==> src/vtp_consts.svh <==
`ifndef VTP_CONSTS_SVH
`define VTP_CONSTS_SVH

// Width of both virtual and physical byte addresses
`define VTP_ADDR_W 32

// Page offset width, giving 4 KB pages
`define VTP_PAGE_BITS 12

// Page number width, shared by virtual and physical page numbers
`define VTP_VPN_W (`VTP_ADDR_W - `VTP_PAGE_BITS)

// Page table index width, giving 64 direct-mapped entries
`define VTP_PT_IDX_W 6

// Request tag width, carried through translation untouched
`define VTP_TAG_W 8

// Write data width, also carried through untouched
`define VTP_DATA_W 32

`endif

==> src/vtp_pkg.sv <==
`include "vtp_consts.svh"

package vtp_pkg;

    // Request opcodes seen on both the virtual and the host side
    typedef enum logic [1:0]
    {
        VTP_OP_READ  = 2'd0,
        VTP_OP_WRITE = 2'd1,
        // A fence carries no address and skips the page table
        VTP_OP_FENCE = 2'd2
    } vtp_op_t;

    // Per-channel translator FSM states
    typedef enum logic [1:0]
    {
        CHAN_IDLE   = 2'd0,
        // Lookup is asserted toward the arbiter until it is granted
        CHAN_LOOKUP = 2'd1,
        // Lookup has left, the page table answers next cycle
        CHAN_WAIT   = 2'd2
    } vtp_chan_state_t;

    // Request as presented by the upstream side and reissued to the host
    // The same layout is used before and after translation
    typedef struct packed
    {
        logic                     valid;
        vtp_op_t                  op;
        logic [`VTP_ADDR_W-1:0]   addr;
        logic [`VTP_TAG_W-1:0]    tag;
        logic [`VTP_DATA_W-1:0]   data;
    } vtp_req_t;

    // Lookup request from a translator toward the page table
    typedef struct packed
    {
        logic                     valid;
        logic [`VTP_VPN_W-1:0]    vpn;
    } vtp_lookup_req_t;

    // Lookup response, ppn is only meaningful when hit is set
    typedef struct packed
    {
        logic                     valid;
        logic                     hit;
        logic [`VTP_VPN_W-1:0]    ppn;
    } vtp_lookup_rsp_t;

    // Page table entry as written by software
    // The full vpn is stored so aliases in the upper bits are detected
    typedef struct packed
    {
        logic                     valid;
        logic [`VTP_VPN_W-1:0]    vpn;
        logic [`VTP_VPN_W-1:0]    ppn;
    } vtp_pte_t;

endpackage

==> src/vtp_chan_translate.sv <==
`timescale 1ns/1ps
`include "vtp_consts.svh"

module vtp_chan_translate
(
    input  logic                     clk,
    input  logic                     rst,
    input  vtp_pkg::vtp_req_t        va_req,
    output vtp_pkg::vtp_req_t        host_req,
    input  logic                     host_almost_full,
    output logic                     va_almost_full,
    output vtp_pkg::vtp_lookup_req_t lookup_req,
    input  logic                     lookup_grant,
    input  vtp_pkg::vtp_lookup_rsp_t lookup_rsp,
    output logic                     error
);

    vtp_pkg::vtp_chan_state_t state;
    vtp_pkg::vtp_chan_state_t state_next;

    // The one request in flight, held while its page is looked up
    vtp_pkg::vtp_req_t req_q;

    // Outgoing request, payload and valid kept in separate registers
    vtp_pkg::vtp_req_t host_payload;
    logic              host_valid;
    logic              error_q;

    logic accept;
    logic is_fence;
    logic fence_pass;
    logic rsp_done;

    // Upstream keeps valid low while va_almost_full is high, so in idle
    // any valid request can be taken
    assign accept     = (state == vtp_pkg::CHAN_IDLE) && va_req.valid;
    assign is_fence   = (va_req.op == vtp_pkg::VTP_OP_FENCE);
    assign fence_pass = accept && is_fence;
    assign rsp_done   = (state == vtp_pkg::CHAN_WAIT) && lookup_rsp.valid;

    // Busy while a request is held, or while the host side is nearly full
    assign va_almost_full = (state != vtp_pkg::CHAN_IDLE) || host_almost_full;

    always_comb
    begin
        lookup_req.valid = (state == vtp_pkg::CHAN_LOOKUP);
        lookup_req.vpn   = req_q.addr[`VTP_ADDR_W-1:`VTP_PAGE_BITS];
    end

    always_comb
    begin
        state_next = state;
        case (state)
            vtp_pkg::CHAN_IDLE:
            begin
                // Fences go straight out and never leave idle
                if (accept && !is_fence)
                begin
                    state_next = vtp_pkg::CHAN_LOOKUP;
                end
            end
            vtp_pkg::CHAN_LOOKUP:
            begin
                // Stay here for every lost arbitration
                if (lookup_grant)
                begin
                    state_next = vtp_pkg::CHAN_WAIT;
                end
            end
            vtp_pkg::CHAN_WAIT:
            begin
                if (lookup_rsp.valid)
                begin
                    state_next = vtp_pkg::CHAN_IDLE;
                end
            end
            default:
            begin
                state_next = vtp_pkg::CHAN_IDLE;
            end
        endcase
    end

    always_ff @(posedge clk)
    begin
        if (rst)
        begin
            state      <= vtp_pkg::CHAN_IDLE;
            host_valid <= 1'b0;
            error_q    <= 1'b0;
        end
        else
        begin
            state      <= state_next;
            host_valid <= fence_pass || (rsp_done && lookup_rsp.hit);
            // A miss drops the request, this pulse is all that remains of it
            error_q    <= rsp_done && !lookup_rsp.hit;
        end
    end

    always_ff @(posedge clk)
    begin
        if (accept)
        begin
            req_q <= va_req;
        end

        if (fence_pass)
        begin
            host_payload <= va_req;
        end
        else if (rsp_done)
        begin
            // Tag, data and op stay as issued, only the page number changes
            host_payload      <= req_q;
            host_payload.addr <= {lookup_rsp.ppn, req_q.addr[`VTP_PAGE_BITS-1:0]};
        end
    end

    always_comb
    begin
        host_req       = host_payload;
        host_req.valid = host_valid;
    end

    assign error = error_q;

endmodule

==> src/vtp_lookup_arbiter.sv <==
`timescale 1ns/1ps

module vtp_lookup_arbiter
(
    input  logic                     clk,
    input  logic                     rst,
    input  vtp_pkg::vtp_lookup_req_t req_c0,
    input  vtp_pkg::vtp_lookup_req_t req_c1,
    output vtp_pkg::vtp_lookup_rsp_t rsp_c0,
    output vtp_pkg::vtp_lookup_rsp_t rsp_c1,
    output vtp_pkg::vtp_lookup_req_t pt_req,
    input  vtp_pkg::vtp_lookup_rsp_t pt_rsp,
    output logic                     grant_c0,
    output logic                     grant_c1
);

    // Channel that won the most recent arbitration, 1 means c1
    logic last_grant;

    // Channel owning the lookup that the page table answers this cycle
    logic rsp_id;

    // On a tie, c0 wins only if c1 was the last one served
    assign grant_c0 = req_c0.valid && (!req_c1.valid || last_grant);
    assign grant_c1 = req_c1.valid && !grant_c0;

    // With no grant the c0 request is passed on, its valid is low anyway
    assign pt_req = grant_c1 ? req_c1 : req_c0;

    always_ff @(posedge clk)
    begin
        if (rst)
        begin
            last_grant <= 1'b1;
            rsp_id     <= 1'b0;
        end
        else if (grant_c0 || grant_c1)
        begin
            last_grant <= grant_c1;
            // The page table has a fixed one-cycle latency, so a single
            // register is enough to pair the answer with its requester
            rsp_id     <= grant_c1;
        end
    end

    // Both channels see the payload, only the owner sees valid
    always_comb
    begin
        rsp_c0       = pt_rsp;
        rsp_c0.valid = pt_rsp.valid && !rsp_id;
        rsp_c1       = pt_rsp;
        rsp_c1.valid = pt_rsp.valid && rsp_id;
    end

endmodule

==> src/vtp_page_table.sv <==
`timescale 1ns/1ps
`include "vtp_consts.svh"

module vtp_page_table
(
    input  logic                     clk,
    input  logic                     rst,
    input  logic                     wr_valid,
    input  vtp_pkg::vtp_pte_t        wr_entry,
    input  vtp_pkg::vtp_lookup_req_t lookup_req,
    output vtp_pkg::vtp_lookup_rsp_t lookup_rsp
);

    localparam int unsigned ENTRIES = 1 << `VTP_PT_IDX_W;

    // Valid bits live apart from the entry storage so reset can clear them
    logic [ENTRIES-1:0]    entry_valid;
    logic [`VTP_VPN_W-1:0] entry_vpn [ENTRIES];
    logic [`VTP_VPN_W-1:0] entry_ppn [ENTRIES];

    logic [`VTP_PT_IDX_W-1:0] wr_idx;
    logic [`VTP_PT_IDX_W-1:0] rd_idx;

    logic rsp_valid;
    logic rsp_hit;
    logic [`VTP_VPN_W-1:0] rsp_ppn;

    // Direct mapped, so the low vpn bits pick the slot
    assign wr_idx = wr_entry.vpn[`VTP_PT_IDX_W-1:0];
    assign rd_idx = lookup_req.vpn[`VTP_PT_IDX_W-1:0];

    // A write with valid clear invalidates the slot
    always_ff @(posedge clk)
    begin
        if (rst)
        begin
            entry_valid <= '0;
        end
        else if (wr_valid)
        begin
            entry_valid[wr_idx] <= wr_entry.valid;
        end
    end

    always_ff @(posedge clk)
    begin
        if (wr_valid)
        begin
            entry_vpn[wr_idx] <= wr_entry.vpn;
            entry_ppn[wr_idx] <= wr_entry.ppn;
        end
    end

    // Response valid follows a lookup by exactly one cycle
    always_ff @(posedge clk)
    begin
        if (rst)
        begin
            rsp_valid <= 1'b0;
        end
        else
        begin
            rsp_valid <= lookup_req.valid;
        end
    end

    // Nonblocking reads see the table as it stood before a same-cycle write
    // A hit needs both the valid bit and a full vpn match
    always_ff @(posedge clk)
    begin
        rsp_hit <= entry_valid[rd_idx] && (entry_vpn[rd_idx] == lookup_req.vpn);
        rsp_ppn <= entry_ppn[rd_idx];
    end

    always_comb
    begin
        lookup_rsp.valid = rsp_valid;
        lookup_rsp.hit   = rsp_hit;
        lookup_rsp.ppn   = rsp_ppn;
    end

endmodule

==> src/vtp_translate_top.sv <==
`timescale 1ns/1ps

module vtp_translate_top
(
    input  logic                 clk,
    input  logic                 rst,

    // Virtual side, c0 carries reads and c1 carries writes and fences
    input  vtp_pkg::vtp_req_t    c0_va,
    input  vtp_pkg::vtp_req_t    c1_va,
    output logic                 va_almost_full_c0,
    output logic                 va_almost_full_c1,

    // Host side, addresses already physical
    output vtp_pkg::vtp_req_t    c0_host,
    output vtp_pkg::vtp_req_t    c1_host,
    input  logic                 host_almost_full_c0,
    input  logic                 host_almost_full_c1,

    // One-cycle pulse per dropped request
    output logic                 error_c0,
    output logic                 error_c1,

    // Software fill port of the page table
    input  logic                 pt_wr_valid,
    input  vtp_pkg::vtp_pte_t    pt_wr_entry
);

    vtp_pkg::vtp_lookup_req_t lookup_req_c0;
    vtp_pkg::vtp_lookup_req_t lookup_req_c1;
    vtp_pkg::vtp_lookup_rsp_t lookup_rsp_c0;
    vtp_pkg::vtp_lookup_rsp_t lookup_rsp_c1;
    vtp_pkg::vtp_lookup_req_t pt_req;
    vtp_pkg::vtp_lookup_rsp_t pt_rsp;
    logic                     grant_c0;
    logic                     grant_c1;

    // Read channel translator
    vtp_chan_translate u_chan_c0
    (
        .clk              (clk),
        .rst              (rst),
        .va_req           (c0_va),
        .host_req         (c0_host),
        .host_almost_full (host_almost_full_c0),
        .va_almost_full   (va_almost_full_c0),
        .lookup_req       (lookup_req_c0),
        .lookup_grant     (grant_c0),
        .lookup_rsp       (lookup_rsp_c0),
        .error            (error_c0)
    );

    // Write and fence channel translator
    vtp_chan_translate u_chan_c1
    (
        .clk              (clk),
        .rst              (rst),
        .va_req           (c1_va),
        .host_req         (c1_host),
        .host_almost_full (host_almost_full_c1),
        .va_almost_full   (va_almost_full_c1),
        .lookup_req       (lookup_req_c1),
        .lookup_grant     (grant_c1),
        .lookup_rsp       (lookup_rsp_c1),
        .error            (error_c1)
    );

    // Both translators share the single lookup port through this arbiter
    vtp_lookup_arbiter u_arb
    (
        .clk      (clk),
        .rst      (rst),
        .req_c0   (lookup_req_c0),
        .req_c1   (lookup_req_c1),
        .rsp_c0   (lookup_rsp_c0),
        .rsp_c1   (lookup_rsp_c1),
        .pt_req   (pt_req),
        .pt_rsp   (pt_rsp),
        .grant_c0 (grant_c0),
        .grant_c1 (grant_c1)
    );

    vtp_page_table u_pt
    (
        .clk        (clk),
        .rst        (rst),
        .wr_valid   (pt_wr_valid),
        .wr_entry   (pt_wr_entry),
        .lookup_req (pt_req),
        .lookup_rsp (pt_rsp)
    );

endmodule
==> config.mk <==
export PLATFORM = sky130hd
export DESIGN_NAME = vtp_translate_top
export DESIGN_NICKNAME = d
export VERILOG_FILES = /design/src/vtp_pkg.sv /design/src/vtp_chan_translate.sv /design/src/vtp_lookup_arbiter.sv /design/src/vtp_page_table.sv /design/src/vtp_translate_top.sv
export VERILOG_INCLUDE_DIRS = /design/src
export SDC_FILE = /design/constraint.sdc
export NUM_CORES = 2
export LEC_CHECK = 0
export ABC_CLOCK_PERIOD_IN_PS = 11800
export BUFFER_PORTS_ARGS = -buffer_cell sky130_fd_sc_hd__buf_2
export CAP_MARGIN = 10
export CORE_MARGIN = 2
export CORE_UTILIZATION = 25
export DETAILED_ROUTE_END_ITERATION = 7
export PLACE_DENSITY = 0.49
export SETUP_SLACK_MARGIN = 0.4
export SYNTH_ARGS = -nofsm -noshare
export SYNTH_HDL_FRONTEND = slang
export SYNTH_SLANG_ARGS = --single-unit
==> constraint.sdc <==
create_clock -name clk -period 11.8 [get_ports clk]
set_input_delay 1.18 -clock clk [delete_from_list [all_inputs] [get_ports clk]]
set_output_delay 1.18 -clock clk [all_outputs]
set_load 0.01 [all_outputs]
==> parameters.txt <==
Parameter                              Value

Run status
  Run status    finished, final reports clean

Layout
  Final Core Density    between 20 and 30%
  Final layout net count    roughly 8800
  Ratio of cells with drive above 1 in the final layout    14.5%
  Final non-filler cell total    around 15000
  Commonest cells after routing, fill and taps aside    sky130_fd_sc_hd__edfxtp_1 (2856), sky130_fd_sc_hd__nand2_1 (2123), sky130_fd_sc_hd__nand3_1 (739)
  Fill cell instance count of the final layout    ~46000
  Multi-input gate area in the final layout    approximately 26000 sq um
  Cell area after layout    136000 sq um
  Footprint of the flip-flops and latches    87700 sq um
  Leading cell type in the layout, fill and taps excluded    sky130_fd_sc_hd__edfxtp_1
  Area Overhead vs Synth    17.3%

Min path
  Worst hold path class    in -> reg

Synth
  Syn Std Cell Area    about 120000 sq um
  Synth unique cells    around 80
  Nets in the synthesized netlist    ~8500
  Number of enable-type register cells in the synthesized netlist    2856
  Top flip-flop cell by instance count after synthesis    sky130_fd_sc_hd__edfxtp_1
  Yosys synthesis warning count    0
  Number of standard cells after synthesis    around 8300
  Count of state elements after synthesis    2952
  Portion of the post-synthesis area used by sequential elements    between 70% and 80%
  Avg Synthesized Cell Area    ~14 sq um
  Share of synthesized registers carrying an async set or reset    0%

GRT
  Maximum number of pins on one net before global-route repair    between 150 and 200
  Initial antenna violation count    49
  Via count of the first global-routing pass    around 70000
  Grt total ovfl    0
  Combined global-route utilization of all metal layers    between 15 and 20%
  First-pass GRT wire length    between 500000 and 600000 microns

Timing
  Setup slack after layout    between 5 and 6 ns
  Number of setup violations in the final report    0
  Slew headroom    between 10 and 15%
  Maximum achievable frequency    about 0.17 GHz
  Number of hold violations in the final report    0
  Clock skew after layout    around 0.044 ns
  Unrepaired setup endpoints after global routing    false
  Final TNS setup    0 ns
  Final count of pins violating max slew    0
  Worst hold-check slack    about 0.43 ns
  Shortest clock period the worst path allows after layout    between 5 and 6 ns
  Actual transition at the worst max-transition pin    roughly 1.3 ns
  Share of the clock period used by the worst path    roughly half

Setup path
  Worst path cell trace    and3b_1 -> o21ai_4 -> buf_4 -> nand2_4 -> buf_4 -> buf_4 -> buf_12 -> nand2_1 -> and3_1 -> a311oi_1 -> a311oi_1 -> a311oi_1 -> nor3_1 -> a21oi_1
  Critical Path Slowest Stage Cell    sky130_fd_sc_hd__buf_4
  Endpoint kind of the worst setup timing path    flip-flop
  Type of the worst setup path    reg -> reg
  Bufs and invs on worst path    4
  Biggest cell delay along the critical path    0.67 ns
  Critical Path Source Type    flip-flop
  CP Data Arrival Time    roughly 6.6 ns
  Highest fanout seen on the critical path    155
  Family of cells with the greatest summed delay on the critical path    buffers and inverters
  Data required time of the worst path    ~13 ns

Route
  Routed vias/inst    roughly 5
  Mean routed wirelength per cell    27.4 microns
  Iteration-0 DRC Markers    ~9300
  Router iterations before antenna repair    6
  Number of nets with antenna violations after routing    0
  DRC viols    0
  DRT Wirelength    412000 microns
  Total number of vias    approximately 75000

Clocking
  Clk_lat worst skew    ~0.93 ns
  CTS sink cnt    between 2000 and 3000
  Cts-stage hold buffer count    0
  Clk Tree Root Cell    sky130_fd_sc_hd__clkbuf_16
  Clock buffers created by TritonCTS    between 300 and 400
  CTS Buffer Depth    4
  Clock tree from TritonCTS    done
  PostCTS Resize Cnt    0
  Level count of the clock H-tree    5
  Clock-pin transition on the worst setup and hold timing paths    0.06 ns
  Post-CTS Setup Inserts    0

Floorplan
  I/O pins    between 300 and 400
  Effective utilization at floorplan    ~25%
  Area of the core    460000 sq um
  Floorplan die height    684 microns
  Overall die area    roughly 470000 sq um
  Die Width    between 600 and 700 microns
  Standard-cell row count    around 250

Flow run
  Count of max-cap constraint violations    0

Place
  Inst Count DP    14400
  Port Buf Inserts    roughly 350
  RePlAce Congestion    about 0.8
  Total cell area at the placement stage    125000 sq um
  Worst setup timing slack at the placement stage    just over 6 ns
  Half-perimeter wire length after placement    223000 microns

Power
  P_leak    between 40 and 50 nW
  Pwr Total    24.3 mW
  Power density cells    between 150 and 200 nW/um^2
  Largest voltage drop on the vdd net    between 100 and 150 uV
## sequential cells by signal, summed over array words and instances (netlist names), 2 cells and up
name / count
u_chan_c0.state: 2
u_pt.entry_ppn: 1280
u_pt.rsp_ppn: 20
u_chan_c1.lookup_req: 20
u_pt.entry_vpn: 1280
u_pt.entry_valid: 64
u_chan_c1.host_req: 74
u_chan_c1.state: 2
u_chan_c0.lookup_req: 20
u_chan_c0.host_req: 74
u_chan_c0.req_q: 54
u_chan_c1.req_q: 54
## layout make-up
class                           instances  share of cell area [%]
Multi-Input combinational cell       4726                    19.1
Clock inverter                        179                    1.48
Inverter                               18                  0.0498
Antenna cell                           17                  0.0314
Clock buffer                          413                    6.36
Sequential cell                      2952                    64.6
Tap cell                             6149                    5.67
Timing Repair Buffer                  572                    2.64
## report_power, final
part	switching [mW]	leakage, nW	total, mW	internal [mW]
registers	0.114	26.6	11.8	11.7
logic	1.70	13.0	2.32	0.627
clock network	4.34	5.15	10.2	5.83
total	6.15	44.7	24.3	18.1
## logic make-up after synthesis
family	Yosys count	synth area share [%]
AO/OA/AOI/OAI	1049	6.43
XOR/XNOR	16	0.121
AND/OR/NAND/NOR	3393	12.8
buffers and inverters	579	2.33
multiplexers	268	2.49
flip-flops	2952	75.8
## cell usage after synthesis (91+ instances only)
cell type / n / share of area (%)
sky130_fd_sc_hd__a31oi_1: 137 / 0.74
sky130_fd_sc_hd__buf_2: 213 / 0.92
sky130_fd_sc_hd__nand3_1: 739 / 3.2
sky130_fd_sc_hd__dfxtp_1: 96 / 1.7
sky130_fd_sc_hd__nor2_1: 91 / 0.30
sky130_fd_sc_hd__clkbuf_1: 244 / 0.79
sky130_fd_sc_hd__edfxtp_1: 2856 / 74
sky130_fd_sc_hd__nand2_1: 2128 / 6.9
sky130_fd_sc_hd__a21oi_1: 235 / 1.0
sky130_fd_sc_hd__mux2i_1: 121 / 1.0
sky130_fd_sc_hd__mux2_2: 145 / 1.4
sky130_fd_sc_hd__and3_1: 223 / 1.2
sky130_fd_sc_hd__a311oi_1: 255 / 1.9
sky130_fd_sc_hd__o21ai_0: 101 / 0.44
## worst paths after layout
path / start / endpoint / slack (ns) / cells past startpoint
max: u_chan_c0.state[0]$_SDFFE_PP0P_ / u_pt.rsp_ppn[16]$_DFF_P_ / 5.97 / 14
min: c0_va[51] / u_chan_c0.req_q[51]$_DFFE_PP_ / 0.43 / 1
max reg2reg: u_chan_c0.state[0]$_SDFFE_PP0P_ / u_pt.rsp_ppn[16]$_DFF_P_ / 5.97 / 14
min reg2reg: u_pt.entry_valid[62]$_SDFFE_PP0P_ / u_pt.entry_valid[62]$_SDFFE_PP0P_ / 0.47 / 2
## metal layers
| metal | GRT usage [%] | wire length [microns] | vias to the layer above |
|---|---|---|---|
| li1 | - | - | 31800 |
| met1 | 22.8 | 170000 | 39000 |
| met2 | 27.4 | 194000 | 3459 |
| met3 | 2.65 | 32500 | 702 |
| met4 | 5.97 | 15500 | 10 |
| met5 | 0 | 71 | - |
(Power assumes the default switching activity.)
